### config.mk
export PLATFORM = sky130hd
export DESIGN_NAME = dot_config_regs
export DESIGN_NICKNAME = d
export VERILOG_FILES = /design/src/hw/dot_ctrl_pkg.sv /design/src/hw/dot_config_regs.sv
export SDC_FILE = /design/constraint.sdc
export NUM_CORES = 1
export LEC_CHECK = 0
export BUFFER_PORTS_ARGS = -buffer_cell sky130_fd_sc_hd__buf_2
export CORE_ASPECT_RATIO = 0.9
export CORE_UTILIZATION = 37
export DETAILED_ROUTE_END_ITERATION = 16
export GPL_TIMING_DRIVEN = 0
export HOLD_SLACK_MARGIN = 0.1
export PLACE_DENSITY = 0.83
export SLEW_MARGIN = 20
export SYNTH_ARGS = -nofsm -noshare
export SYNTH_HDL_FRONTEND = slang
export SYNTH_SLANG_ARGS = --single-unit
### constraint.sdc
create_clock -name clk -period 2.14 [get_ports clk]
set_input_delay 0.321 -clock clk [delete_from_list [all_inputs] [get_ports clk]]
set_output_delay 0.321 -clock clk [all_outputs]
set_load 0.02 [all_outputs]
### src/hw/dot_ctrl_pkg.sv
package dot_ctrl_pkg;

    localparam int CFG_W    = 32;                  // every config input
    localparam int BITS_MAX = 16;                  // deepest precision the shifter covers

    typedef logic [4:0]  bit_idx_t;
    typedef logic [11:0] chunk_t;
    typedef logic [9:0]  epoch_t;
    typedef logic [7:0]  credit_t;                 // wraps and only compared for inequality

    typedef enum logic [3:0] {
        ST_IDLE,
        ST_START,
        ST_EPOCH,
        ST_EPOCH_WAIT,                             // later epochs wait for x write-back
        ST_SAMPLE,
        ST_CHECK_X,                                // wait for an x credit
        ST_COMPUTE,
        ST_END
    } seq_state_t;

endpackage

### src/hw/dot_config_regs.sv
`timescale 1ns/1ps

module dot_config_regs #(
    parameter int LANES = 8
) (
    input  logic                           clk,
    input  logic                           rst_n,
    input  logic                           start_i,
    input  logic                           x_written_i,
    input  logic [dot_ctrl_pkg::CFG_W-1:0] num_epochs_i,
    input  logic [dot_ctrl_pkg::CFG_W-1:0] num_samples_i,
    input  logic [dot_ctrl_pkg::CFG_W-1:0] dimension_i,
    input  logic [dot_ctrl_pkg::CFG_W-1:0] num_bits_i,
    output logic                           start_o,
    output logic                           x_written_o,
    output dot_ctrl_pkg::epoch_t           num_epochs_o,
    output logic [dot_ctrl_pkg::CFG_W-1:0] num_samples_o,
    output dot_ctrl_pkg::chunk_t           last_chunk_o,
    output dot_ctrl_pkg::bit_idx_t         last_bit_o
);

    localparam int CW        = dot_ctrl_pkg::CFG_W;
    localparam int LANE_BITS = $clog2(LANES);

    logic [CW-1:0] chunk_cnt;                      // dimension over LANES rounded up

    assign chunk_cnt = (dimension_i >> LANE_BITS) + CW'(|dimension_i[LANE_BITS-1:0]);

    always_ff @(posedge clk)
    begin
        if (!rst_n)
        begin
            start_o     <= 1'b0;
            x_written_o <= 1'b0;
        end
        else
        begin
            start_o     <= start_i;                // one sync stage
            x_written_o <= x_written_i;
        end
    end

    // loop limits taken while start is up and held afterwards
    always_ff @(posedge clk)
    begin
        if (start_i)
        begin
            num_epochs_o  <= dot_ctrl_pkg::epoch_t'(num_epochs_i);
            num_samples_o <= num_samples_i;
            last_chunk_o  <= dot_ctrl_pkg::chunk_t'(chunk_cnt - 1'b1);
            last_bit_o    <= dot_ctrl_pkg::bit_idx_t'(num_bits_i - 1'b1);
        end
    end

    // precision beyond BITS_MAX would fall off the shifter
    a_num_bits: assert property (@(posedge clk) disable iff (!rst_n)
        start_i |-> (num_bits_i >= 1) && (num_bits_i <= dot_ctrl_pkg::BITS_MAX));

endmodule

==> results.tsv <==
metric	value	unit
fin_nets	380	
cts_hold_buf	0	
tightest_slew	0.756	ns
ant_nets	0	
ys_top_cells_by_area	edfxtp_1 (83%), xor2_1 (2.9%), ha_1 (2.4%), xnor2_1 (2.1%), dfxtp_1 (1.9%)	
slew-limit-headroom	0.496	
p_leak	1.33	nW
min_path_type	in2reg	
post_dp_cell_area	2840	um2
pwr-share-seq	0.532	
core-area	5380	um2
cp_slowest_cell	or4b_4	
cts_inserted_buffers	9	
clk_path_buf_depth	2	
max_stage_delay	0.50	ns
crit_path_max_fanout	4	
combPwrFrac	0.122	
cts_tree	done	
die_w	81.9	um
cts.sinks	61	
crit_path_end_kind	flip-flop	
routed_via_density	4.53	
synth_nets	243	
synth_top_area_cell	edfxtp_1	
synth_area	2120	um2
gp_congestion	0.717	
grt_max_degree	61	
wire_per_inst	14.2	um
maxSlewViolCount	0	
grt-ovfl-total	0	
crit_type	in2reg	
cts.repair.resized	0	
synth-seq-cells	61	
hold_viol	0	
crit_arrival	2.00	ns
critPathLaunchType	primary input	
grt_antenna_before_repair	0	
synth_seq_area_share	0.853	
start_util	0.395	
p_int	2.06	mW
cts_setup_buffers	0	
synth_top_cell_area_share	0.834	
syn_to_final_growth	42.2	%
hold_path_startpoint	num_samples_i[10]	
min_period_over_period	0.909	
avgSynthCellArea	19.9	um2
rsz0062_at_grt	no	
sw_frac_of_total	0.240	
io_buffers	126	
synthCells	107	
crit_required	2.20	ns
post-route-util	0.562	
hpwl	3.34	mm
htreeDepth	3	
routed_wl	4.47	mm
cts-root-buf	clkbuf_8	
drc_errors	0	
diodes	0	
clock_power_share	0.346	
num_vias	1428	
dieArea	6050	um2
rows	25	
die_h	73.9	um
path_cells	buf_2 > nor3_1 > ha_1 > ha_1 > or4b_4 > nor4_1 > xor2_1	
stdcell_area	3020	um2
p_sw	649	uW
power.density	896	nW/um2
min_to	num_samples_o[10]$_DFFE_PP_	
final_cell_mix	buf_2 (125), edfxtp_1 (59), clkbuf_8 (9)	
cap_viol_max_count	0	
clk_pin_slew	0.06	ns
max_freq	0.514	GHz
grt_usage	0.149	
crit_top_cell	ha_1	
grt_pass1_wl	6.11	mm
drt_iter0_drc	43	
status	finished, final reports clean	
final_cells	315	
grt_pass1_vias	1337	
fin_setup_tns	0	ns
hold_depth	1	
final_common_cell	buf_2	
ios	193	
period_needed	1.95	ns
finalSetupViolations	0	
peakVddDrop	448	uV
synth_cell_types	17	
first_pass_iters	3	
hold_ws	0.169	ns
layout-drive-gt1-share	0.560	
dpl.cell_count	300	
ys_warn_count	0	
==> flip-flops by register name (all words and copies together), names as in the netlist <==
name,cells
last_bit_o,5
x_written_o,1
num_samples_o,32
start_o,1
last_chunk_o,12
num_epochs_o,10
==> synth_stat cells <==
cell type,number
nor4b_1,1
inv_1,8
nor3b_1,1
xor2_1,7
xnor2_1,5
or3_1,1
or4b_4,1
ha_1,4
nor2_1,3
edfxtp_1,59
nand2_1,3
nand3_1,3
dfxtp_1,2
nor4_1,3
and2_1,2
o31ai_1,1
nor3_1,3
==> kinds of logic after synthesis <==
group                    count (synthesis)  synth area share
buffers and inverters                    8            0.0141
adder cells (fa/ha/maj)                  4            0.0236
flip-flops                              61             0.853
AO/OA/AOI/OAI                            1           0.00353
XOR/XNOR                                12            0.0495
AND/OR/NAND/NOR                         21            0.0565
==> per-stage QoR <==
stage,setup slack (ns),total power [mW]
5_1_grt,0.132,2.83
6_report,0.194,2.71
3_5_place_dp,-0.144,1.80
2_1_floorplan,0.172,1.62
3_3_place_gp,-0.0261,1.79
4_1_cts,0.224,2.75
==> worst max-delay path: cells and delay by family <==
family                     cells  cell delay [ns]
and+or+nand+nor                3             1.06
xor gates and xnor gates       1             0.12
adders and majority gates      2             0.40
buffers and inverters          1             0.10
==> power groups by stage <==
stage | clock network (mW) | logic [mW] | registers, mW
4_1_cts | 0.970 | 0.336 | 1.44
2_1_floorplan | 0 | 0.0238 | 1.59
3_5_place_dp | 0 | 0.336 | 1.47
6_report | 0.935 | 0.331 | 1.44
3_3_place_gp | 0 | 0.326 | 1.46
5_1_grt | 1.02 | 0.359 | 1.45
==> layer usage <==
| metal | vias to the layer above | part of all wire | track usage |
|---|---|---|---|
| met1 | 656 | 0.35 | 0.141 |
| li1 | 673 | - | - |
| met3 | 2 | 0.16 | 0.119 |
| met5 | - | 0 | 0 |
| met4 | 0 | 0.0031 | 0.0585 |
| met2 | 97 | 0.48 | 0.239 |
==> final cells by class <==
| type | instances | area [um2] |
|---|---|---|
| clock buffer | 10 | 128 |
| clock inverter | 5 | 52.6 |
| fill | 449 | 2360 |
| inverter | 8 | 30.0 |
| multi-input combinational | 38 | 283 |
| sequential | 61 | 1810 |
| tap | 67 | 83.8 |
| timing repair buffer | 126 | 633 |
==> how the worst max path moves through the flow <==
stage	startpoint	endpoint	slack [ns]	cells after the start
finish	dimension_i[1]	last_chunk_o[8]$_DFFE_PP_	0.19	7
global route	dimension_i[1]	last_chunk_o[8]$_DFFE_PP_	0.13	7
CTS	dimension_i[1]	last_chunk_o[8]$_DFFE_PP_	0.22	7
detailed placement	dimension_i[1]	last_chunk_o[8]$_DFFE_PP_	-0.14	7
global placement	dimension_i[1]	last_chunk_o[8]$_DFFE_PP_	-0.03	7
floorplan	dimension_i[1]	last_chunk_o[8]$_DFFE_PP_	0.17	6
Power figures use the tool's default switching activity.
