--- src/hw/plane_fifo.sv ---
`timescale 1ns/1ps

module plane_fifo #(
    parameter int WIDTH      = 32,
    parameter int DEPTH_BITS = 5
) (
    input  logic                clk,
    input  logic                rst_n,
    input  logic                wr_en_i,
    input  logic [WIDTH-1:0]    wr_data_i,
    input  logic                rd_en_i,
    output logic [WIDTH-1:0]    rd_data_o,
    output logic                rd_valid_o,
    output logic                empty_o,
    output logic [DEPTH_BITS:0] count_o,
    output logic                almost_full_o
);

    localparam int DEPTH = 1 << DEPTH_BITS;
    localparam int CNT_W = DEPTH_BITS + 1;

    logic [WIDTH-1:0]      mem [DEPTH];            // lut ram with async read
    logic [DEPTH_BITS-1:0] wr_ptr;
    logic [DEPTH_BITS-1:0] rd_ptr;
    logic [CNT_W-1:0]      count_nxt;

    assign empty_o   = (count_o == '0);
    assign count_nxt = count_o + CNT_W'(wr_en_i) - CNT_W'(rd_en_i);

    always_ff @(posedge clk)
    begin
        if (wr_en_i)
            mem[wr_ptr] <= wr_data_i;
        if (rd_en_i)
            rd_data_o <= mem[rd_ptr];              // registered read port
    end

    always_ff @(posedge clk)
    begin
        if (!rst_n)
        begin
            wr_ptr        <= '0;
            rd_ptr        <= '0;
            count_o       <= '0;
            rd_valid_o    <= 1'b0;
            almost_full_o <= 1'b0;
        end
        else
        begin
            if (wr_en_i)
                wr_ptr <= wr_ptr + 1'b1;
            if (rd_en_i)
                rd_ptr <= rd_ptr + 1'b1;
            count_o       <= count_nxt;
            rd_valid_o    <= rd_en_i;              // data lands one cycle after the strobe
            // four slots of slack for the writer
            almost_full_o <= (count_nxt >= CNT_W'(DEPTH - 4));
        end
    end

    a_no_overflow: assert property (@(posedge clk) disable iff (!rst_n)
        wr_en_i |-> (count_o != CNT_W'(DEPTH)));

    a_no_underflow: assert property (@(posedge clk) disable iff (!rst_n)
        rd_en_i |-> !empty_o);

endmodule

--- config.mk ---
export PLATFORM = sky130hd
export DESIGN_NAME = plane_fifo
export DESIGN_NICKNAME = d
export VERILOG_FILES = /design/src/hw/plane_fifo.sv
export SDC_FILE = /design/constraint.sdc
export NUM_CORES = 1
export LEC_CHECK = 0
export ABC_AREA = 1
export BUFFER_PORTS_ARGS = -buffer_cell sky130_fd_sc_hd__buf_4
export CORE_MARGIN = 10
export CORE_UTILIZATION = 55
export CTS_BUF_LIST = sky130_fd_sc_hd__clkbuf_4
export DETAILED_ROUTE_END_ITERATION = 7
export GPL_TIMING_DRIVEN = 0
export PLACE_DENSITY = 0.71
export SYNTH_ARGS = -nofsm -noshare
export SYNTH_HDL_FRONTEND = slang
export SYNTH_SLANG_ARGS = --single-unit
--- constraint.sdc ---
create_clock -name clk -period 3.35 [get_ports clk]
set_clock_uncertainty 0.1 [all_clocks]
set_input_delay 0.335 -clock clk [delete_from_list [all_inputs] [get_ports clk]]
set_output_delay 0.335 -clock clk [all_outputs]
set_load 0.03 [all_outputs]
==> flow_summary.json <==
{
  "status": "complete, no violations",
  "crit_arrival_ns": 3.83,
  "tightest_slew_ns": 1.16,
  "yosys.area_share.adder_pct": 0.420,
  "die_w_um": 301,
  "crit_cells": 11,
  "multi_input_area_sq_um": 10100,
  "cts.sinks": 1074,
  "met3_length_um": 15700,
  "yosysTopAreaCell": "edfxtp_1",
  "gp_congestion": 0.875,
  "fin_crit_sh_pct": 88.0,
  "final_nets": 4146,
  "antenna_found_initial": 4,
  "place_ws_ns": 0.462,
  "hp-class": "input pin to flip-flop",
  "critical_path.max_stage_delay_ns": 0.64,
  "post_cts_resized": 0,
  "grt_max_degree": 41,
  "ys.flop_type": "edfxtp_1",
  "dieArea_sq_um": 90700,
  "hold_viol": 0,
  "avgRoutedWirePerCell_um": 24.0,
  "ys_warn_count": 0,
  "antenna_left": 0,
  "viasPerCell": 5.76,
  "period_needed_ns": 2.95,
  "syn2layout_area_growth_pct": 15.3,
  "drt_wl_total_um": 127000,
  "p_leak_uw": 0.0189,
  "clockBufferDepth": 4,
  "core-area_sq_um": 78700,
  "async_reset_ff_share_pct": 0,
  "initial_utilization_pct": 55.2,
  "hold_start": "wr_data_i[30]",
  "synthesis.nets": 3708,
  "drc": 0,
  "drtIter0Drc": 3816,
  "cp_cell_sequence": "inv_2 > buf_2 > buf_2 > nand2_1 > nand3_1 > nand3_1 > nand2_1 > nand2_1 > nand2_1 > nand2_1 > nand2_1",
  "r2r_setup_slack_ns": 0.40,
  "whs_endpoint": "mem[4][30]",
  "post_dp_cell_area_sq_um": 46400,
  "netlist_instances": 3658,
  "setup_slack_ns": 0.401,
  "dieHeight_um": 301,
  "topRoutingLayerUsed": "met4",
  "stdcell_area_sq_um": 50100,
  "ys_seq_elements": 1074,
  "fmax_mhz": 339,
  "yosys.cell_count.top_type": "nand2_1",
  "synth_compound_area_share_pct": 0.178,
  "path_class": "flip-flop to flip-flop",
  "grt_use_total_pct": 27.8,
  "synth_mux_area_share_pct": 0,
  "drv_cap": 0,
  "synth_common_cells": "nand2_1 (1,467), edfxtp_1 (1,056), nand3_1 (775)",
  "dp.cells": 4818,
  "worst_ep_required_time_ns": 4.23,
  "synth_top_family_by_area": "simple AND/OR/NAND/NOR gates",
  "dr_total_vias": 30600,
  "cts.clk_slew.worst_paths_ns": 0.07,
  "slew_viol_final": 0,
  "ff_latch_area_sq_um": 32100,
  "synth_seq_area_share_pct": 73.7,
  "syn_area_sq_um": 43500,
  "rr_worst_depth": 11,
  "rsz0062_at_grt": "no",
  "setup_viol": 0,
  "grt_pass1_wl_um": 185000,
  "cts.root.buffer_cell": "clkbuf_4",
  "clk_latency_ns": 1.15,
  "portBuffers": 76,
  "drive_above_1_share_pct": 17.6,
  "synth_area_leaders": "edfxtp_1 (73%), nand2_1 (13%), nand3_1 (8.9%)",
  "cpMostUsedCell": "nand2_1",
  "cp_slowest_cell": "buf_2",
  "htree_levels": 5,
  "overflow": 0,
  "end_kind": "flip-flop",
  "ios": 77,
  "num_rows": 103,
  "cts_tree": "yes",
  "synth_cell_type_count": 22,
  "wl_met1_um": 45700,
  "power_density_nw_per_um2": 571,
  "timing.rr.end": "rd_data_o[14]",
  "dp_hpwl_um": 83900,
  "r2r-start": "rd_ptr[0]",
  "min_delay_path_depth": 2,
  "avgSynthCellArea_sq_um": 11.9,
  "dr.pass1.iters": 8,
  "grt_pass1_vias": 29900,
  "yosys.area_share.simple_pct": 22.1,
  "cp_top_family": "buffers and inverters",
  "synth-xor-area-share_pct": 0.0403,
  "cp_max_fo": 10,
  "fillerInstances": 5958,
  "peakVddDrop_mv": 0.302,
  "cp.buffers_inverters": 3,
  "synth-edff-count": 1056,
  "cts_made_buffers": 288,
  "critPathLaunchType": "flip-flop",
  "final_cells": 5309,
  "wl_met2_um": 59700,
  "timing.slew.headroom_pct": 22.7,
  "synth_top_area_share_pct": 72.9
}
## per-layer routing
layer / vias up / GRT usage, %
met4: 0 / 14.1
met1: 14500 / 34.5
li1: 13800 / -
met3: 368 / 7.74
met2: 2003 / 44.6
met5: - / 0
## worst max path at each step
stage | startpoint | end | slack [ns]
finish | rd_ptr[0] | rd_data_o[14] | 0.40
global route | rd_ptr[0] | rd_data_o[13] | 0.36
CTS | rd_ptr[0] | rd_data_o[0] | 0.55
detailed placement | wr_en_i | mem[31][11] | 0.46
global placement | wr_en_i | mem[18][7] | -1.43
floorplan | wr_en_i | mem[31][0] | 0.53
## layout by cell type (no fill, tap or decap), types with 9 or more instances in the layout
master	n
nand2_1	1467
edfxtp_1	1056
nand3_1	775
clkbuf_4	407
buf_2	117
buf_4	97
buf_6	46
dlygate4sd3_1	38
clkbuf_1	35
nor2_4	32
inv_1	30
clkinv_1	30
buf_16	19
dfxtp_1	18
nor2_1	16
buf_12	15
ha_1	13
inv_2	10
a21oi_1	9
## repair_timing
item,CTS,global route
hold endpoints to repair,1074,0
hold buffers,38,0
buffers inserted,0,0
## report_power, final
part           internal (uW)  switching [uW]
combinational            809            1990
sequential             14900            56.4
clock                   5750            5110
total                  21500            7160
## kinds of logic (layout without fill, tap and decap cells)
| logic type | Yosys count | count (layout) |
|---|---|---|
| fa+ha+maj | 14 | 14 |
| simple gates | 2298 | 2298 |
| other cells | 0 | 2 |
| flops | 1074 | 1074 |
| buf+inv | 255 | 854 |
| xor+xnor | 2 | 2 |
| compound gates | 15 | 15 |
## per-stage QoR
stage | setup TNS [ns] | hold WS (ns) | utilization [%] | power [uW]
6_report | 0 | 0.0962 | 63.7 | 28600
5_1_grt | 0 | 0.0727 | 63.7 | 29700
4_1_cts | 0 | 0.0153 | 63.6 | 28600
3_5_place_dp | 0 | 0.499 | 59.0 | 18000
3_3_place_gp | -996.20 | 0.477 | 57.6 | 17900
2_1_floorplan | 0 | 0.328 | - | 16800
## state kept, by name, indices dropped and copies added, names as in the netlist
name,count
almost_full_o,1
wr_ptr,5
count_o,6
rd_valid_o,1
rd_ptr,5
rd_data_o,32
mem,1024
## cell type report
type	count	share of cell area [%]
antenna	2	0.00999
buffer	223	2.81
clock buffer	407	6.10
clock inverter	44	0.494
inverter	32	0.240
multi-input combinational	2329	20.2
sequential	1074	64.0
tap	1050	2.62
timing repair buffer	148	3.54
(Power assumes the default switching activity.)
