<file path="config.mk">
export PLATFORM = sky130hd
export DESIGN_NAME = bit_serial_accumulator
export DESIGN_NICKNAME = d
export VERILOG_FILES = /design/src/hw/dot_data_pkg.sv /design/src/hw/dot_ctrl_pkg.sv /design/src/hw/bit_serial_accumulator.sv
export SDC_FILE = /design/constraint.sdc
export NUM_CORES = 1
export LEC_CHECK = 0
export BUFFER_PORTS_ARGS = -buffer_cell sky130_fd_sc_hd__buf_4
export CAP_MARGIN = 0
export CORE_MARGIN = 2
export CORE_UTILIZATION = 60
export DETAILED_ROUTE_END_ITERATION = 16
export PLACE_DENSITY = 0.78
export SLEW_MARGIN = 20
export SYNTH_ARGS = -nofsm -noshare
export SYNTH_HDL_FRONTEND = slang
export SYNTH_SLANG_ARGS = --single-unit
</file>
<file path="constraint.sdc">
create_clock -name clk -period 5.4 [get_ports clk]
set_input_delay 0.81 -clock clk [delete_from_list [all_inputs] [get_ports clk]]
set_output_delay 0.81 -clock clk [all_outputs]
set_load 0.005 [all_outputs]
</file>
<file path="src/hw/dot_data_pkg.sv">
package dot_data_pkg;

    localparam int LANE_W = 32;                    // one x feature
    typedef logic signed [LANE_W-1:0] lane_t;

    // fraction bits kept below the lane lsb while shifting
    localparam int GUARD_BITS = 4;
    localparam int ACC_W      = LANE_W + GUARD_BITS;
    typedef logic signed [ACC_W-1:0] acc_t;

    localparam acc_t ROUND_BIAS = acc_t'(11);      // loaded with the first plane of a sample

endpackage

</file>
<file path="src/hw/dot_ctrl_pkg.sv">
package dot_ctrl_pkg;

    localparam int CFG_W    = 32;                  // every config input
    localparam int BITS_MAX = 16;                  // deepest precision the shifter covers

    typedef logic [4:0]  bit_idx_t;
    typedef logic [11:0] chunk_t;
    typedef logic [9:0]  epoch_t;
    typedef logic [7:0]  credit_t;                 // wraps and only compared for inequality

    typedef enum logic [3:0] {
        ST_IDLE,
        ST_START,
        ST_EPOCH,
        ST_EPOCH_WAIT,                             // later epochs wait for x write-back
        ST_SAMPLE,
        ST_CHECK_X,                                // wait for an x credit
        ST_COMPUTE,
        ST_END
    } seq_state_t;

endpackage

</file>
<file path="src/hw/bit_serial_accumulator.sv">
`timescale 1ns/1ps

module bit_serial_accumulator #(
    parameter int BANKS = 4
) (
    input  logic                   clk,
    input  logic                   rst_n,
    input  dot_data_pkg::lane_t    sums_i [BANKS],
    input  logic                   valid_i,
    input  dot_ctrl_pkg::chunk_t   last_chunk_i,
    input  dot_ctrl_pkg::bit_idx_t last_bit_i,
    output dot_data_pkg::lane_t    dot_o [BANKS],
    output logic                   dot_valid_o
);

    localparam int GB = dot_data_pkg::GUARD_BITS;
    localparam int LW = dot_data_pkg::LANE_W;
    localparam int AW = dot_data_pkg::ACC_W;

    dot_ctrl_pkg::bit_idx_t bit_idx;               // plane position shared by all banks
    dot_ctrl_pkg::chunk_t   chunk_idx;
    dot_data_pkg::acc_t     shifted [BANKS];
    dot_data_pkg::acc_t     acc [BANKS];
    logic                   sh_valid;
    logic                   sh_first;              // first plane of a sample
    logic                   sh_last;               // last plane of the last chunk
    logic                   acc_done;

    always_ff @(posedge clk)
    begin
        if (!rst_n)
        begin
            bit_idx     <= '0;
            chunk_idx   <= '0;
            sh_valid    <= 1'b0;
            sh_first    <= 1'b0;
            sh_last     <= 1'b0;
            acc_done    <= 1'b0;
            dot_valid_o <= 1'b0;
        end
        else
        begin
            sh_valid    <= valid_i;
            sh_first    <= valid_i && (bit_idx == '0) && (chunk_idx == '0);
            sh_last     <= valid_i && (bit_idx == last_bit_i) && (chunk_idx == last_chunk_i);
            acc_done    <= sh_last;
            dot_valid_o <= acc_done;
            if (valid_i)
            begin
                bit_idx <= bit_idx + 1'b1;
                if (bit_idx == last_bit_i)
                begin
                    bit_idx   <= '0;
                    chunk_idx <= (chunk_idx == last_chunk_i) ? '0 : chunk_idx + 1'b1;
                end
            end
        end
    end

    always_ff @(posedge clk)
    begin
        for (int i = 0; i < BANKS; i++)
        begin
            // weight 2^-(b+1) with guard bits below the lane
            shifted[i] <= dot_data_pkg::acc_t'({sums_i[i], GB'(0)}) >>> (bit_idx + 1'b1);
            if (sh_valid)
                acc[i] <= sh_first ? shifted[i] + dot_data_pkg::ROUND_BIAS : acc[i] + shifted[i];
            if (acc_done)
                dot_o[i] <= acc[i][AW-1 -: LW];    // drop the guard bits
        end
    end

endmodule

</file>
==> qor.txt <==
CP peak stage delay -> 0.89 ns
Mapped Avg Cell Area -> 9.47 µm²
via count -> 23200
crit path from -> sh_first
Core Rows -> 78
DP Area -> 0.0300 mm²
Seq/Total Area, Yosys -> 41.8%
status -> completed
Startpoint Class -> register
worst-path cell chain -> buf_12 -> or2_2 -> ha_1 -> inv_1 -> fa_1 -> nor2b_4 -> o31a_1 -> o21a_1 -> a21oi_1 -> o211a_1 -> o41a_1 -> o21ai_1 -> xor2_1
flop-to-flop setup slack -> 1.20 ns
setup_tns -> 0 ns
final-report hold violation count -> 0
Port-buffer cells -> 276
Yosys cell types -> 81
Hold-fix buffers, CTS -> 0
area occupied by multi-input gates -> 0.0153 mm²
nets -> 3391
cell leakage power -> 12.9 nW
die extent in y -> 218 µm
Hold Crit Class -> register to register
skew final -> 0.0282 ns
ys async rst share -> 0%
pwr dens -> 460 mW/mm²
Worst Hold Depth -> 0
Rel. slew slack -> 34.0%
critical path depth in cells -> 13
max cap viols -> 0
#FFs+latches synth -> 438
Final setup viols -> 0
Post-Syn Instances -> 2904
Synth Cell Area -> 0.0275 mm²
clock buffer count from CTS -> 48
Global Route Usage Sum -> 32.3%
RSZ-0062 raised after global routing -> false
Reg2Reg Depth -> 13
DRT antenna net count -> 0
EDFF count, synth -> 272
hold_sp -> acc[1][20]
core area -> 0.0453 mm²
final WL -> 77900 µm
Tmin final -> 4.20 ns
final-report max-slew violation count -> 0
DIE AREA -> 0.0476 mm²
Vias/cell -> 6.21
DP HPWL -> 57100 µm
Area Growth Syn to Fin -> 15.1%
1st-iter DRT viols -> 2075
critical setup path kind -> register to register
final-layout fill cell count -> 3475
Initial Utilization -> 60.7%
post-cts sizing count -> 0
CP max FO -> 73
Placed Cells -> 3645
Worst setup endpoint -> acc[2][34]
CTS Buffer Depth -> 3
CTS tree -> done
clock transition at the registers of the reported paths -> 0.06 ns
first-pass GRT wire length -> 121000 µm
dominant synthesized flop cell -> edfxtp_1
Sinks on Clock Net -> 438
Die Width -> 218 µm
fmax -> 238 MHz
kind of cell adding the most delay to the critical path -> compound AO/OA/AOI/OAI gates
I/O pin cnt -> 277
initial antenna violation count -> 7
Mapped Nets -> 3200
yosys warns -> 0
Crit. End Element -> register
CP arrival -> 4.52 ns
DRT Pass-1 Iters -> 5
vias in the first global route -> 22300
Clock Root Buffer -> clkbuf_16
worst r2r src -> sh_first
Buf+Inv Stages, Crit Path -> 2
hold slack -> 0.439 ns
Peak VDD IR -> 0.382 mV
Remaining DRCs -> 0
Clock Latency Late Sink -> 0.60 ns
Register Area -> 0.0115 mm²
period utilisation layout -> 77.8%
setup bufs post-CTS -> 0
H-Tree Depth -> 2
GP Congestion -> 0.953
drt wl/cell -> 20.9 µm
worst path required time -> 5.73 ns
Non-Filler Instances -> 3735
pin count of the biggest net entering global routing -> 103
cell area after layout -> 0.0316 mm²
fraction of layout cells with a size suffix above 1 -> 16.6%
worst slew pin tran -> 0.965 ns
crit path max-delay cell type -> dfxtp_4
R2R Path End -> acc[2][34]
gr ovfl total -> 0
[logic make-up after synthesis]
kind of cell,share of synthesized area (%)
simple gates,15.9
compound gates,18.6
flops,41.8
buf+inv,2.99
mux,8.72
xor+xnor,5.13
fa+ha+maj,6.84
[power by group]
part / switching (W) / internal, W / total (W)
clock: 0.00141 / 0.00199 / 0.00340
combinational: 0.00362 / 0.00267 / 0.00628
sequential: 0.000342 / 0.00452 / 0.00486
[worst min-delay path by stage]
stage | endpoint | slack (ns)
floorplan | acc_done | 0.41
global placement | acc_done | 0.42
detailed placement | dot_o[11] | 0.43
CTS | shifted[0][35] | 0.43
global route | shifted[3][35] | 0.45
finish | dot_o[80] | 0.44
[cell usage after synthesis, types with 67 or more instances]
| cell | instances | area share, % |
|---|---|---|
| nand2_1 | 351 | 4.8 |
| ha_1 | 144 | 6.6 |
| nor2b_1 | 160 | 3.6 |
| nor2_1 | 194 | 2.6 |
| dfxtp_1 | 166 | 12 |
| nand3_1 | 77 | 1.4 |
| clkbuf_1 | 121 | 1.7 |
| a21o_1 | 74 | 2.0 |
| a21oi_1 | 273 | 5.0 |
| mux2i_1 | 100 | 3.6 |
| xor2_1 | 67 | 2.1 |
| edfxtp_1 | 272 | 30 |
| xnor2_1 | 94 | 3.0 |
| o21ai_0 | 239 | 4.4 |
[area by class of cell]
cell class / instances / area share (%)
timing repair buffer: 303 / 7.27
multi-input combinational: 2255 / 48.3
sequential: 438 / 36.4
antenna: 2 / 0.0158
tap: 600 / 2.37
clock inverter: 25 / 0.807
inverter: 49 / 0.581
clock buffer: 63 / 4.33
[through the flow]
stage	power (W)	util, %	setup WS, ns
floorplan	0.00954	-	1.46
global placement	0.0109	66.3	1.31
detailed placement	0.0110	66.3	1.23
CTS	0.0145	69.9	1.21
global route	0.0154	69.9	0.924
finish	0.0145	69.9	1.20
[registers in the layout (all words and copies together), names as in the netlist]
name / cells
acc: 144
shifted: 144
dot_o: 128
chunk_idx: 12
bit_idx: 5
acc_done: 1
dot_valid_o: 1
sh_first: 1
sh_last: 1
sh_valid: 1
[placed cells by master, fill, tap and decap left out, types with 28 or more instances in the layout]
master	instances
o21ai_0	239
o211ai_1	49
mux4_2	40
nand3_1	77
buf_4	301
dfxtp_1	162
nand2_1	351
a21oi_1	273
nor2_1	193
mux2i_1	100
a21o_1	74
nor2b_1	160
nand4_1	28
mux2_2	44
clkbuf_16	50
ha_1	143
edfxtp_1	272
inv_1	48
xnor2_1	91
xor2_1	64
a211oi_1	34
[routing by layer]
metal | vias up | part of all wire [%] | track usage [%] | wire, µm
met3 | 185 | 8.2 | 6.69 | 6370
met2 | 985 | 46 | 50.8 | 35500
met5 | - | 0.051 | 0 | 40
met1 | 11000 | 43 | 44.1 | 33200
li1 | 11000 | - | - | -
met4 | 6 | 3.6 | 11.8 | 2820
No activity file was read; power rests on OpenSTA's default activity.
