**config.mk**
```make
export PLATFORM = sky130hd
export DESIGN_NAME = sample_sequencer
export DESIGN_NICKNAME = d
export VERILOG_FILES = /design/src/hw/dot_ctrl_pkg.sv /design/src/hw/sample_sequencer.sv
export SDC_FILE = /design/constraint.sdc
export NUM_CORES = 1
export LEC_CHECK = 0
export BUFFER_PORTS_ARGS = -buffer_cell sky130_fd_sc_hd__clkbuf_2
export CORE_ASPECT_RATIO = 0.75
export CORE_MARGIN = 8
export CORE_UTILIZATION = 56
export DETAILED_ROUTE_END_ITERATION = 7
export HOLD_SLACK_MARGIN = 0.05
export PLACE_DENSITY = 0.78
export RECOVER_POWER = 100
export SYNTH_ARGS = -nofsm -noshare
export SYNTH_HDL_FRONTEND = slang
export SYNTH_SLANG_ARGS = --single-unit
```
**constraint.sdc**
```tcl
create_clock -name clk -period 2.96 [get_ports clk]
set_input_delay 0.148 -clock clk [delete_from_list [all_inputs] [get_ports clk]]
set_output_delay 0.148 -clock clk [all_outputs]
set_load 0.05 [all_outputs]
```
**src/hw/dot_ctrl_pkg.sv**
```systemverilog
package dot_ctrl_pkg;

    localparam int CFG_W    = 32;                  // every config input
    localparam int BITS_MAX = 16;                  // deepest precision the shifter covers

    typedef logic [4:0]  bit_idx_t;
    typedef logic [11:0] chunk_t;
    typedef logic [9:0]  epoch_t;
    typedef logic [7:0]  credit_t;                 // wraps and only compared for inequality

    typedef enum logic [3:0] {
        ST_IDLE,
        ST_START,
        ST_EPOCH,
        ST_EPOCH_WAIT,                             // later epochs wait for x write-back
        ST_SAMPLE,
        ST_CHECK_X,                                // wait for an x credit
        ST_COMPUTE,
        ST_END
    } seq_state_t;

endpackage

```
**src/hw/sample_sequencer.sv**
```systemverilog
`timescale 1ns/1ps

module sample_sequencer #(
    parameter int BANKS           = 4,
    parameter int FIFO_DEPTH_BITS = 5,
    parameter int X_ADDR_BITS     = 6
) (
    input  logic                           clk,
    input  logic                           rst_n,
    input  logic                           start_i,
    input  logic                           x_written_i,
    input  dot_ctrl_pkg::epoch_t           num_epochs_i,
    input  logic [dot_ctrl_pkg::CFG_W-1:0] num_samples_i,
    input  dot_ctrl_pkg::chunk_t           last_chunk_i,
    input  dot_ctrl_pkg::bit_idx_t         last_bit_i,
    input  dot_ctrl_pkg::credit_t          x_wr_credit_i,
    input  logic                           fifo_empty_i,
    input  logic [FIFO_DEPTH_BITS:0]       fifo_count_i,
    output logic                           fifo_rd_en_o,
    output logic                           x_rd_en_o,
    output logic [X_ADDR_BITS-1:0]         x_rd_addr_o,
    output logic                           done_o
);

    localparam int CW    = dot_ctrl_pkg::CFG_W;
    localparam int CNT_W = FIFO_DEPTH_BITS + 1;

    dot_ctrl_pkg::seq_state_t state;
    dot_ctrl_pkg::epoch_t     epoch_idx;          // epochs entered so far
    logic [CW-1:0]            sample_idx;         // first sample of the next group
    dot_ctrl_pkg::chunk_t     chunk_idx;
    dot_ctrl_pkg::bit_idx_t   bit_idx;
    dot_ctrl_pkg::credit_t    rd_credit;          // groups started
    logic                     rd_safe;

    // last word already claimed by the read in flight
    assign rd_safe = !(fifo_empty_i || ((fifo_count_i == CNT_W'(1)) && fifo_rd_en_o));

    always_ff @(posedge clk)
    begin
        if (!rst_n)
        begin
            state        <= dot_ctrl_pkg::ST_IDLE;
            epoch_idx    <= '0;
            sample_idx   <= '0;
            chunk_idx    <= '0;
            bit_idx      <= '0;
            rd_credit    <= '0;
            fifo_rd_en_o <= 1'b0;
            x_rd_en_o    <= 1'b0;
            done_o       <= 1'b0;
        end
        else
        begin
            fifo_rd_en_o <= 1'b0;                  // strobes
            x_rd_en_o    <= 1'b0;
            case (state)
                dot_ctrl_pkg::ST_IDLE:
                begin
                    if (start_i)
                        state <= dot_ctrl_pkg::ST_START;
                end
                dot_ctrl_pkg::ST_START:
                begin
                    epoch_idx <= '0;
                    rd_credit <= '0;
                    state     <= dot_ctrl_pkg::ST_EPOCH;
                end
                dot_ctrl_pkg::ST_EPOCH:
                begin
                    sample_idx <= '0;
                    epoch_idx  <= epoch_idx + 1'b1;
                    if (epoch_idx == num_epochs_i)
                        state <= dot_ctrl_pkg::ST_END;
                    else
                        state <= dot_ctrl_pkg::ST_EPOCH_WAIT;
                end
                dot_ctrl_pkg::ST_EPOCH_WAIT:
                begin
                    // epoch 1 runs on the initial x
                    if ((epoch_idx == 10'd1) || x_written_i)
                        state <= dot_ctrl_pkg::ST_SAMPLE;
                end
                dot_ctrl_pkg::ST_SAMPLE:
                begin
                    chunk_idx <= '0;
                    bit_idx   <= '0;
                    if (sample_idx == num_samples_i)
                        state <= dot_ctrl_pkg::ST_EPOCH;
                    else
                    begin
                        sample_idx <= sample_idx + CW'(BANKS);   // one sample per bank
                        state      <= dot_ctrl_pkg::ST_CHECK_X;
                    end
                end
                dot_ctrl_pkg::ST_CHECK_X:
                begin
                    if (x_wr_credit_i != rd_credit)
                    begin
                        rd_credit <= rd_credit + 1'b1;   // consume one credit
                        state     <= dot_ctrl_pkg::ST_COMPUTE;
                    end
                end
                dot_ctrl_pkg::ST_COMPUTE:
                begin
                    if (rd_safe)
                    begin
                        fifo_rd_en_o <= 1'b1;
                        if (bit_idx == '0)
                        begin
                            x_rd_en_o   <= 1'b1;         // fresh chunk needs its x word
                            x_rd_addr_o <= chunk_idx[X_ADDR_BITS-1:0];
                        end
                        bit_idx <= bit_idx + 1'b1;
                        if (bit_idx == last_bit_i)
                        begin
                            bit_idx   <= '0;
                            chunk_idx <= chunk_idx + 1'b1;
                            if (chunk_idx == last_chunk_i)
                                state <= dot_ctrl_pkg::ST_SAMPLE;
                        end
                    end
                end
                dot_ctrl_pkg::ST_END:
                    done_o <= 1'b1;                // stays until reset
                default:
                    state <= dot_ctrl_pkg::ST_IDLE;
            endcase
        end
    end

    // the read-ahead guess must never drain the fifo
    a_rd_not_empty: assert property (@(posedge clk) disable iff (!rst_n)
        fifo_rd_en_o |-> !fifo_empty_i);

endmodule

```
==> run summary <==
POWER
--------------------------------------------------------------------------------------
Sum of internal, switching and leakage power                                   2490 uW
Reported net switching power                                                    754 uW
Power density cells                                                         489 nW/um2
Internal                                                                       1740 uW
Proportion of power drawn by flip-flops and latches                              0.459
Clk network pwr share                                                            0.348
Combinational share of power                                                     0.193
Leakage Power                                                               0.00184 uW
Share of total power consumed by net switching                                   0.302
Highest ir drop seen on vdd                                                     307 uV

CLOCK NETWORK
--------------------------------------------------------------------------------------
Reg clk slew, reported paths                                                   0.08 ns
CTS-repair resized insts                                                             0
Worst-Skew Late Latency                                                        0.35 ns
TritonCTS clock tree                                                             built
Clock root buffer                                                             clkbuf_8
Number of sinks handled by clock tree synthesis                                     77
H-Tree Level Count                                                                   3
Number of CTS-inserted buffers                                                       9
Clock tree buffer depth                                                              2
Post-CTS setup-driven buffer insertion count                                         0
Hold buffers post-CTS                                                                0

SETUP PATH
--------------------------------------------------------------------------------------
Data required time of the critical path                                        3.20 ns
Kind of launch point of the worst setup path                                 flip-flop
Data arrival, critical path                                                    2.68 ns
Endpoint kind of the worst setup timing path                                 flip-flop
CP max FO                                                                            8
Setup Crit Path Kind                                                        reg -> reg

JOB
--------------------------------------------------------------------------------------
Count of max-cap constraint violations                                               0

FLOORPLANNING
--------------------------------------------------------------------------------------
Initial cell density of the core                                                 0.568
Die outline height                                                             92.7 um
Die outline area                                                             11000 um2
I/O pins                                                                            87
Width of the die                                                                118 um
Area of the core region                                                       7740 um2
Std cell rows                                                                       28

TIMING
--------------------------------------------------------------------------------------
Pin slew with the least headroom to its limit                                 0.764 ns
Final setup fails                                                                    0
RSZ-0062 raised after global routing                                             false
Slew Limit Fails                                                                     0
Final clock skew                                                            0.00646 ns
Final hold viol count                                                                0
Maximum clock rate                                                             409 MHz
Final min period                                                               2.44 ns
Final period util                                                                0.825
Total negative slack for setup checks                                             0 ns
Tightest slew margin relative to the limit                                       0.486

YOSYS
--------------------------------------------------------------------------------------
Number of warnings issued by yosys                                                   0
Count of distinct cell types in the synthesized netlist                             53
Share of the yosys chip area belonging to registers                              0.364
FFs w/ async S/R, synth                                                              0
Seq cells post-synth                                                                77
Post-synth design cell area                                                   4390 um2
Cells after Synth                                                                  520
EDFF count, synth                                                                    6
Predominant post-synthesis flop cell                                           dfxtp_1
Avg Cell Area, Syn                                                            8.45 um2
Number of nets produced by synthesis                                               605

PLACEMENT
--------------------------------------------------------------------------------------
Weighted congestion reported at the end of routability-driven placement          0.886
Number of buffers inserted by port buffering                                        86
HPWL after detailed placement                                                  8350 um

MIN PATH
--------------------------------------------------------------------------------------
Min-delay worst type                                                         in -> reg

RUN STATUS
--------------------------------------------------------------------------------------
Result of the run                                                         complete, no violations

FINISH
--------------------------------------------------------------------------------------
Area grow syn2layout                                                             15.9%
Number of antenna diodes                                                             0
Ratio of cells with drive above 1 in the final layout                            0.181
Final net count                                                                    687

GLOBAL ROUTING
--------------------------------------------------------------------------------------
All-Layer GR Usage                                                               0.195
Pin count of the biggest net entering global routing                                33
Number of global-route vias before repair                                         3861
Global route total overflow                                                          0
Wire length of the first global-routing pass                                  17900 um
Number of antenna violations at the first check in global routing                    0

ROUTING
--------------------------------------------------------------------------------------
Post-DR wirelength/cell                                                        15.1 um
Via count of the routed design                                                    4129
Vias per cell                                                                     5.80
Antenna-violating nets left                                                          0
Detailed Route Iter0 Violations                                                    326
DRC violations left                                                                  0
Detailed Route WL                                                             10800 um
Number of detailed-route iterations in the first pass                                5

-- state kept, by name, indices dropped and copies added (netlist names), 3 cells and up --
signal       cells
chunk_idx       12
bit_idx          5
epoch_idx       10
state            3
sample_idx      30
x_rd_addr_o      6
rd_credit        8
-- kinds of logic after synthesis --
logic type,Yosys count,share of synthesized area
and+or+nand+nor,217,0.263
AOI/OAI and AO/OA,98,0.140
xor gates and xnor gates,87,0.173
DFF,77,0.364
buffers and inverters,30,0.0290
adders and majority gates,7,0.0199
muxes,4,0.0102
-- stage by stage --
step | hold WS (ns) | cell area, um2 | setup slack (ns) | util | instances
finish | 0.165 | 5090 | 0.517 | 0.658 | 712
global route | 0.186 | 5090 | 0.254 | 0.658 | 712
CTS | 0.170 | 5130 | 0.615 | 0.662 | 712
detailed placement | 0.488 | 4910 | 0.635 | 0.634 | 696
global placement | 0.479 | 4910 | 0.709 | 0.634 | 696
floorplan | 0.375 | 4390 | 0.731 | - | 520
-- area by class of cell --
class,instances,area [um2]
Inverter,8,30.0
Clock buffer,10,128
Fill cell,649,2650
Timing Repair Buffer,93,464
Tap cell,105,131
Multi-Input combinational cell,413,2650
Sequential cell,77,1600
Clock inverter,6,88.8
-- critical path, cell delays in order (launching register included) --
cell and delay, ns:
dfxtp_1 0.45, xnor2_1 0.17, nand4_1 0.12, nor4_1 0.70, a21oi_1 0.36, nand4_1 0.19, mux2_2 0.34
-- metal layers --
layer / share of wire / up-vias / GRT usage / wire [um]
met1: 0.46 / 1913 / 0.256 / 4940
met4: 0.014 / 0 / 0.0701 / 154
met2: 0.46 / 151 / 0.304 / 4910
met5: 0 / - / 0 / 0
met3: 0.071 / 19 / 0.0511 / 770
li1: - / 2046 / - / -
-- synth_stat cells, drive strengths merged, types with 3 or more instances --
| cell type | count | area share |
|---|---|---|
| o211ai | 3 | 0.0051 |
| nor3 | 8 | 0.0091 |
| dfxtp | 71 | 0.32 |
| nor2 | 52 | 0.044 |
| o31ai | 7 | 0.012 |
| a21oi | 44 | 0.050 |
| and3 | 9 | 0.013 |
| inv | 8 | 0.0068 |
| buf | 7 | 0.0094 |
| ha | 7 | 0.020 |
| clkbuf | 15 | 0.013 |
| and4 | 3 | 0.0065 |
| a21o | 3 | 0.0051 |
| nor3b | 5 | 0.0085 |
| or4 | 8 | 0.014 |
| edfxtp | 6 | 0.041 |
| o21ai | 17 | 0.019 |
| or2 | 3 | 0.0043 |
| xor2 | 29 | 0.058 |
| nand2b | 3 | 0.0043 |
| nand3 | 30 | 0.034 |
| nand2 | 35 | 0.030 |
| or3 | 15 | 0.021 |
| xnor2 | 58 | 0.12 |
| a211oi | 3 | 0.0051 |
| and2 | 3 | 0.0043 |
| nand4 | 23 | 0.033 |
| mux2 | 4 | 0.010 |
| nor4 | 9 | 0.016 |
| a2111oi | 3 | 0.0060 |
-- power groups by stage --
stage / combinational [uW] / clock (uW) / sequential, uW
4_1_cts: 482 / 876 / 1140
5_1_grt: 530 / 926 / 1150
2_1_floorplan: 368 / 0 / 1120
3_5_place_dp: 480 / 0 / 1170
3_3_place_gp: 469 / 0 / 1160
6_report: 480 / 867 / 1140
-- path summary, 6_finish.rpt --
kind                               start                     endpoint  slack [ns]  cells after the start
min                         fifo_empty_i      fifo_rd_en_o$_SDFF_PN0_        0.16                      3
max reg2reg  sample_idx[21]$_SDFFE_PN0P_  sample_idx[14]$_SDFFE_PN0P_        0.52                      6
min reg2reg  sample_idx[31]$_SDFFE_PN0P_  sample_idx[31]$_SDFFE_PN0P_        0.51                      2
max          sample_idx[21]$_SDFFE_PN0P_  sample_idx[14]$_SDFFE_PN0P_        0.52                      6
-- layout by cell type, fill, tap and decap left out, types with 4 or more instances in the layout --
cell	netlist	final
nand3_1	30	30
or4_1	8	8
nor4_1	7	8
clkbuf_1	15	12
nand4_1	23	23
o21ai_0	17	17
or3_1	15	15
xor2_1	29	29
mux2_2	4	4
dfxtp_1	71	71
nand2_1	35	35
nor3b_1	5	5
clkbuf_2	0	77
xnor2_1	58	58
ha_1	7	7
inv_1	8	8
edfxtp_1	6	6
o31ai_1	7	7
nor2_1	52	52
buf_4	0	5
and3_1	9	9
a21oi_1	44	44
clkbuf_8	0	9
nor3_1	8	8
Note: power is estimated with default switching activity, not from simulation.
