===== config.mk =====
export PLATFORM = sky130hd
export DESIGN_NAME = bank_adder_tree
export DESIGN_NICKNAME = d
export VERILOG_FILES = /design/src/hw/dot_data_pkg.sv /design/src/hw/bank_adder_tree.sv
export SDC_FILE = /design/constraint.sdc
export NUM_CORES = 1
export LEC_CHECK = 0
export BUFFER_PORTS_ARGS = -buffer_cell sky130_fd_sc_hd__clkbuf_2
export CAP_MARGIN = 10
export CORE_MARGIN = 5
export CORE_UTILIZATION = 60
export CTS_BUF_LIST = sky130_fd_sc_hd__clkbuf_4 sky130_fd_sc_hd__clkbuf_8 sky130_fd_sc_hd__clkbuf_16
export DETAILED_ROUTE_END_ITERATION = 10
export GPL_TIMING_DRIVEN = 0
export PLACE_DENSITY = 0.8
export SYNTH_ARGS = -nofsm -noshare
export SYNTH_HDL_FRONTEND = slang
export SYNTH_SLANG_ARGS = --single-unit

===== constraint.sdc =====
create_clock -name clk -period 5.65 [get_ports clk]
set_input_delay 0.2825 -clock clk [delete_from_list [all_inputs] [get_ports clk]]
set_output_delay 0.2825 -clock clk [all_outputs]
set_load 0.02 [all_outputs]

===== src/hw/dot_data_pkg.sv =====
package dot_data_pkg;

    localparam int LANE_W = 32;                    // one x feature
    typedef logic signed [LANE_W-1:0] lane_t;

    // fraction bits kept below the lane lsb while shifting
    localparam int GUARD_BITS = 4;
    localparam int ACC_W      = LANE_W + GUARD_BITS;
    typedef logic signed [ACC_W-1:0] acc_t;

    localparam acc_t ROUND_BIAS = acc_t'(11);      // loaded with the first plane of a sample

endpackage


===== src/hw/bank_adder_tree.sv =====
`timescale 1ns/1ps

module bank_adder_tree #(
    parameter int LANES = 8
) (
    input  logic                clk,
    input  logic                rst_n,
    input  dot_data_pkg::lane_t lanes_i [LANES],
    input  logic [LANES-1:0]    mask_i,
    input  logic                valid_i,
    output dot_data_pkg::lane_t sum_o,
    output logic                valid_o
);

    localparam int LEVELS = $clog2(LANES) + 1;     // masked leaves plus adder levels

    // heap layout with node n fed by 2n+1 and 2n+2
    dot_data_pkg::lane_t node [2*LANES-1];
    logic [LEVELS-1:0]   valid_q;

    always_ff @(posedge clk)
    begin
        for (int j = 0; j < LANES; j++)
            node[LANES-1+j] <= mask_i[j] ? lanes_i[j] : '0;   // lanes with a zero bit drop out
        for (int n = 0; n < LANES-1; n++)
            node[n] <= node[2*n+1] + node[2*n+2];             // wraps at lane width
    end

    always_ff @(posedge clk)
    begin
        if (!rst_n)
            valid_q <= '0;
        else
            valid_q <= {valid_q[LEVELS-2:0], valid_i};        // one bit per tree level
    end

    assign sum_o   = node[0];
    assign valid_o = valid_q[LEVELS-1];

endmodule


==> results of run 1 <==
## metrics by stage
step	setup WS (ns)	total power (W)	cell area, µm²	cells	hold WS (ns)
2_1_floorplan	3.02	0.00738	22400	2302	0.404
3_3_place_gp	2.36	0.00830	24500	3069	0.418
3_5_place_dp	2.23	0.00838	24500	3069	0.423
4_1_cts	2.20	0.0121	28900	3421	0.00603
5_1_grt	1.87	0.0128	28900	3429	0.0429
6_report	2.07	0.0121	28900	3431	0.0449
## area by class of cell
class,instances,area [µm²]
flip-flops and latches,484,9690
diodes,10,25.0
repair buffers,560,4110
inverters,40,150
clock inverters,23,343
clock buffers,68,1460
fillers,2337,7770
well taps,468,586
plain buffers,84,439
multi-input cells,1694,12100
## kinds of logic after synthesis
family / count (synthesis) / synth area share (%)
and+or+nand+nor: 679 / 16.0
AOI/OAI and AO/OA: 589 / 17.5
DFF: 484 / 43.2
adders and majority gates: 224 / 12.7
xor gates and xnor gates: 202 / 7.90
buffers and inverters: 124 / 2.63
## worst reg2reg max path, stage by stage, from the launching register on
cell	delay, ns
dfxtp_1	0.30
ha_1	0.23
fa_1	0.44
a211o_1	0.34
o211ai_1	0.16
a211oi_1	0.19
nor4b_1	0.78
o211ai_1	0.27
nand3_1	0.21
nor3_1	0.10
a211oi_1	0.26
xnor2_1	0.17
## worst min path at each step
stage / start / endpoint / slack (ns) / cells after the start
after floorplan: lanes_i[254] / node[0][254] / 0.40 / 1
after global placement: valid_q[1] / valid_q[2] / 0.42 / 1
after detailed placement: valid_q[2] / valid_q[3] / 0.42 / 1
after CTS: mask_i[7] / node[1][223] / 0.006 / 2
after global routing: mask_i[1] / node[1][26] / 0.04 / 2
final: mask_i[1] / node[1][26] / 0.04 / 2
## registers in the layout, indices dropped and copies added, names as in the netlist
name / count
node: 480
valid_q: 4
## power by group through the flow
stage / clock [W] / sequential (W) / combinational [W]
after global placement: 0 / 0.00436 / 0.00393
after floorplan: 0 / 0.00426 / 0.00312
after global routing: 0.00374 / 0.00435 / 0.00472
final: 0.00356 / 0.00430 / 0.00425
after detailed placement: 0 / 0.00437 / 0.00401
after CTS: 0.00358 / 0.00430 / 0.00419
## placed cells by master (no fill, tap or decap), types with 40 or more instances in the layout
| cell | count |
|---|---|
| and2_1 | 272 |
| xnor2_1 | 132 |
| dfxtp_1 | 484 |
| clkbuf_2 | 299 |
| xor2_1 | 70 |
| inv_1 | 40 |
| dlygate4sd3_1 | 261 |
| ha_1 | 217 |
| nor2_1 | 125 |
| o21ai_0 | 93 |
| a21o_1 | 92 |
| nand2_1 | 115 |
| a21oi_1 | 170 |
| nand3_1 | 45 |
| clkbuf_16 | 51 |
| clkbuf_1 | 49 |
## metal layers
| metal | wire length (µm) | share of wire (%) | up-vias | GRT usage (%) |
|---|---|---|---|---|
| met5 | 12 | 0.019 | - | 0 |
| met4 | 3640 | 5.8 | 2 | 16.6 |
| met3 | 2750 | 4.4 | 247 | 4.25 |
| met2 | 31500 | 50 | 676 | 52.8 |
| met1 | 24600 | 39 | 8869 | 33.6 |
| li1 | - | - | 9299 | - |
==> results.md, run 1 <==
* Most common cell in the synthesized netlist: dfxtp_1
* Die ar. at about 41,000 µm²
* First-pass GRT wire length at just under 100,000 µm
* Via density at between 5 and 6
* Clock Power Share at 29.4%
* Worst-skew pair later-pin latency at just under 0.6 ns
* Setup TNS Final at 0 ns
* IO Pins at 300
* Logic pwr share at between 30% and 40%
* Initial antenna violation count at 9
* GRT Total Usage at between 20% and 30%
* Critical Path, Cell by Cell: ha_1 > fa_1 > a211o_1 > o211ai_1 > a211oi_1 > nor4b_1 > o211ai_1 > nand3_1 > nor3_1 > a211oi_1 > xnor2_1
* CTS buffer count at 50
* Register-to-Register Path Depth at 11
* Normalized max-slew margin at a little over two fifths
* Sequential share of power at approximately 36%
* Post-Syn Instances at roughly 2,300
* Vert. Die Dim at between 200 and 250 µm
* Pins Over Slew Limit at 0
* Sw Share at between 30% and 40%
* Synth Net Count at ~2,800
* Share of layout cells above drive strength 1 at between 10% and 20%
* Min cycle time layout at around 3.6 ns
* WL final at 62,500 µm
* Worst R2R Setup Slack at between 2 and 2.5 ns
* Slowest-stage cell, CP: nor4b_1
* Setup-failing EPs final at 0
* Worst clock skew at 0.0309 ns
* Vias at 19,100
* Longest Clk Path Bufs at 3
* Pre-Repair DR Iteration Count at 5
* Fin util at around 79%
* Std cell rows at 70
* Area leader, netlist: dfxtp_1
* H-tree levels at 2
* # DRC at 0
* Sink Count at 484
* CTS tree: yes
* Maximum clock rate at approximately 0.28 GHz
* R2r startpoint: node[1][160]
* Post_cts resized at 0
* Fin. Hold Viols at 0
* WP buf/inv at 0
* Worst-Margin Slew at roughly 0.86 ns
* Status: finished clean
* Required @ worst endpoint at around 6.1 ns
* Synth cell types at between 70 and 80
* Post-synth top area share at 43.2%
* Seq/Total Area, Yosys at a little over two fifths
* Dpl hpwl at around 40,000 µm
* Overflow left after global routing at 0
* Largest cells by area after synthesis: dfxtp_1 (43%), ha_1 (12%), and2_1 (7.6%)
* Worst R2R End: node[0][222]
* Worst VDD drop at roughly 0.32 mV
* Vias in the first global route at 19,900
* Flops & latches, synth at roughly 480
* Layout Area Growth over Synthesis at 29.1%
* Die span in x at approximately 200 µm
* PortBufs at between 200 and 300
* P_leak at around 14 nW
* RSZ-0062 raised after global routing: no
* Worst Path Max Fanout at 3
* EDFF count, synth at 0
* Crit Path Class: register to register
* Total of max-cap violations at 0
* Yosys warning count at 0
* Max incr delay on CP at between 0.7 and 0.8 ns
* Initial drt markers at 1,154
* Core Area at 36,700 µm²
* Worst setup path start: node[1][160]
* Post-Syn Area at approximately 22,000 µm²
* Min-delay worst type: input pin to register
* Pin count of the biggest net entering global routing at 14
* Synth Area per Inst at 9.73 µm²
* Post-DRT Antenna Nets at 0
* Top_reg_cell synth: dfxtp_1
* Post-CTS setup buffer count at 0
* Setup crit end: node[0][222]
* CTS Root Buffer Type: clkbuf_16
* Psw at 0.00398 W
* Final net count at approximately 3,400
* Clock transition at path regs at 0.07 ns
* Routed len/inst at around 18 µm
* CTS Hold Buffers Added at roughly 260
* Period Utilization, post-route at between 60 and 70%
* Instance count on the critical path at 11
* CP endpoint kind: register
* Top Family by Delay on Critical Path: compound AO/OA/AOI/OAI gates
* Initial Utilization at around three fifths
* FFs w/ async S/R, synth at 0%
* Final Wtd Congestion at between 0.9 and 1
* Synth cell count leaders: dfxtp_1 (484), and2_1 (272), ha_1 (217), a21oi_1 (170), xnor2_1 (132)
* Crit start category: register
* Crit path arrival time at a little over 4 ns
* P_int at between 0.008 and 0.009 W
* Power Density at around 420 nW/µm²
Power figures use the tool's default switching activity.
==> run 2, diff against run 1 <==
--- a/config.mk
+++ b/config.mk
@@ -8,11 +8,11 @@
 export BUFFER_PORTS_ARGS = -buffer_cell sky130_fd_sc_hd__clkbuf_2
 export CAP_MARGIN = 10
 export CORE_MARGIN = 5
-export CORE_UTILIZATION = 60
+export CORE_UTILIZATION = 52
 export CTS_BUF_LIST = sky130_fd_sc_hd__clkbuf_4 sky130_fd_sc_hd__clkbuf_8 sky130_fd_sc_hd__clkbuf_16
 export DETAILED_ROUTE_END_ITERATION = 10
 export GPL_TIMING_DRIVEN = 0
-export PLACE_DENSITY = 0.8
+export PLACE_DENSITY = 0.73
 export SYNTH_ARGS = -nofsm -noshare
 export SYNTH_HDL_FRONTEND = slang
 export SYNTH_SLANG_ARGS = --single-unit
==> constraint.sdc (replaced) <==
create_clock -name clk -period 3.2 [get_ports clk]
set_input_delay 0.16 -clock clk [delete_from_list [all_inputs] [get_ports clk]]
set_output_delay 0.16 -clock clk [all_outputs]
set_load 0.02 [all_outputs]
==> results.md, run 2 (synthesis results as in run 1) <==
* Total of max-cap violations at 0 (unchanged)
* Slowest-stage cell, CP: o41ai_4 (was nor4b_1)
* Via density at 5.35 (was 5.56)
* Clock transition at path regs at 0.06 ns (was 0.07 ns)
* Worst-skew pair later-pin latency at 0.59 ns (about the same)
* Pre-Repair DR Iteration Count at 5 (unchanged)
* Filler cells at 3,197 (was 2,337)
* Top Family by Delay on Critical Path: compound AO/OA/AOI/OAI gates (unchanged)
* H-tree levels at 2 (unchanged)
* Fin area at 29,300 µm² (was 28,900 µm²)
* PortBufs at 299 (unchanged)
* Worst Path Max Fanout at 3 (unchanged)
* Fin. Hold Viols at 0 (unchanged)
* Overflow left after global routing at 0 (unchanged)
* Crit start category: register (unchanged)
* CTS Root Buffer Type: clkbuf_16 (unchanged)
* Placed inst area at 24,600 µm² (was 24,500 µm²)
* CTS tree: yes (unchanged)
* Cell Count Post-Placement at 3,186 (was 3,069)
* Non-filler cells, final at 3,560 (was 3,431)
* Die ar. at 47,300 µm² (was 41,300 µm²)
* Worst clock skew at 0.0154 ns (was 0.0309 ns)
* Max incr delay on CP at 0.45 ns (was 0.78 ns)
* Most used cells in the layout excluding fill and tap cells: dfxtp_1 (484), clkbuf_2 (299), dlygate4sd3_1 (275), and2_1 (272), ha_1 (217) (was dfxtp_1 (484), clkbuf_2 (299), and2_1 (272), dlygate4sd3_1 (261), ha_1 (217))
* Share of layout cells above drive strength 1 at 16.1% (was 15.6%)
* Post-DRT Antenna Nets at 0 (unchanged)
* Pwr Total at 0.0215 W (was 0.0121 W)
* Sink Count at 484 (unchanged)
* Maximum clock rate at 0.330 GHz (was 0.280 GHz)
* Pins Over Slew Limit at 0 (unchanged)
* Worst-Margin Slew at 0.687 ns (was 0.861 ns)
* Longest Clk Path Bufs at 3 (unchanged)
* Fin util at 68.4% (was 78.8%)
* Initial drt markers at 1,065 (was 1,154)
* Std cell rows at 76 (was 70)
* Worst R2R Setup Slack at 0.17 ns (was 2.07 ns)
* GRT Total Usage at 24.8% (was 29.5%)
* Most common cell after layout, fill and taps aside: dfxtp_1 (unchanged)
* Initial Utilization at 52.2% (was 61.1%)
* Critical Path, Cell by Cell: ha_1 > fa_1 > a21o_1 > a21oi_2 > nor2b_1 > o221ai_2 > nand2_1 > o41ai_4 > o21ai_2 > a211oi_1 > xnor2_1 (was ha_1 > fa_1 > a211o_1 > o211ai_1 > a211oi_1 > nor4b_1 > o211ai_1 > nand3_1 > nor3_1 > a211oi_1 > xnor2_1)
* Min cycle time layout at 3.03 ns (was 3.58 ns)
* Final Wtd Congestion at 0.886 (was 0.907)
* Power Density at 732 nW/µm² (was 419 nW/µm²)
* CTS buffer count at 51 (was 50)
* P_leak at 13.7 nW (was 13.6 nW)
* Slack of the critical path at 0.168 ns (was 2.07 ns)
* Layout Area Growth over Synthesis at 30.9% (was 29.1%)
* CP endpoint kind: register (unchanged)
* Initial antenna violation count at 2 (was 9)
* Max FFs per register at 480 (unchanged)
* Vias in the first global route at 19,500 (was 19,900)
* Period Utilization, post-route at 94.7% (was 63.3%)
* Normalized max-slew margin at 54.2% (was 41.8%)
* Register area at 9690 µm² (unchanged)
* Setup-failing EPs final at 0 (unchanged)
* Reg with most FFs: node (unchanged)
* Routed len/inst at 16.9 µm (was 18.2 µm)
* Die span in x at 218 µm (was 203 µm)
* Place WS at -0.259 ns (was 2.23 ns)
* WL final at 60,300 µm (was 62,500 µm)
* Dpl hpwl at 40,700 µm (was 39,600 µm)
* Regs by FF count: node (480), valid_q (4) (unchanged)
* IO Pins at 300 (unchanged)
* Status: finished clean (unchanged)
* First-pass GRT wire length at 95,900 µm (was 99,000 µm)
* Worst VDD drop at 0.501 mV (was 0.321 mV)
* Core Area at 42,900 µm² (was 36,700 µm²)
* WP buf/inv at 0 (unchanged)
* Crit Path Class: register to register (unchanged)
* Vias at 19,000 (was 19,100)
* Pin count of the biggest net entering global routing at 15 (was 14)
* # DRC at 0 (unchanged)
* Min-delay worst type: input pin to register (unchanged)
* Vert. Die Dim at 218 µm (was 203 µm)
* Required @ worst endpoint at 3.71 ns (was 6.13 ns)
* Crit path arrival time at 3.54 ns (was 4.06 ns)
* Area of the multi-input gates at 12,200 µm² (was 12,100 µm²)
* Final net count at 3,422 (was 3,405)
[run 2: cell type report]
| type | count | share of cell area, % |
|---|---|---|
| Antenna cell | 5 | 0.0427 |
| Inverter | 40 | 0.512 |
| Timing Repair Buffer | 576 | 14.5 |
| Sequential cell | 484 | 33.0 |
| Clock buffer | 71 | 5.12 |
| Multi-Input combinational cell | 1694 | 41.7 |
| Buffer | 84 | 1.50 |
| Tap cell | 585 | 2.50 |
| Clock inverter | 21 | 1.08 |
[run 2: worst paths after layout]
path	start	endpoint	depth (start not counted)
max	node[1][96]	node[0][186]	11
min	mask_i[1]	node[1][18]	3
max reg2reg	node[1][96]	node[0][186]	11
min reg2reg	valid_q[2]	valid_q[3]	1
[run 2: worst register-to-register path, delay by kind of cell (launching register included)]
family / cells / cell delay [ns]
AO/OA/AOI/OAI: 6 / 1.53
AND/OR/NAND/NOR: 2 / 0.27
flip-flops: 1 / 0.31
XOR/XNOR: 1 / 0.14
adder cells (fa/ha/maj): 2 / 0.70
[run 2: repair_timing]
action	4_1_cts	5_1_grt
resized for setup	3	13
pin swaps	0	2
cloned	0	0
hold buffers	275	0
hold endpoints to repair	260	0
buffers inserted	0	2
setup endpoints to repair	6	17
[run 2: layer usage]
layer | track usage, % | vias up | share of wire [%]
met2 | 43.5 | 596 | 50
met4 | 11.6 | 2 | 4.9
li1 | - | 9302 | -
met3 | 4.01 | 203 | 4.3
met1 | 29.7 | 8926 | 41
met5 | 0 | - | 0.033
[run 2: metrics by stage]
step / hold slack, ns / setup TNS, ns
after floorplan: 0.282 / 0
after global placement: 0.366 / -0.293
after detailed placement: 0.369 / -0.666
after CTS: 0.0912 / 0
after global routing: 0.200 / -0.0156
final: 0.158 / 0
[run 2: power by group]
| group | internal (W) | total, W | switching [W] | leakage, nW |
|---|---|---|---|---|
| clock | 0.00391 | 0.00632 | 0.00241 | 0.917 |
| combinational | 0.00338 | 0.00754 | 0.00417 | 8.74 |
| sequential | 0.00716 | 0.00758 | 0.000421 | 4.05 |
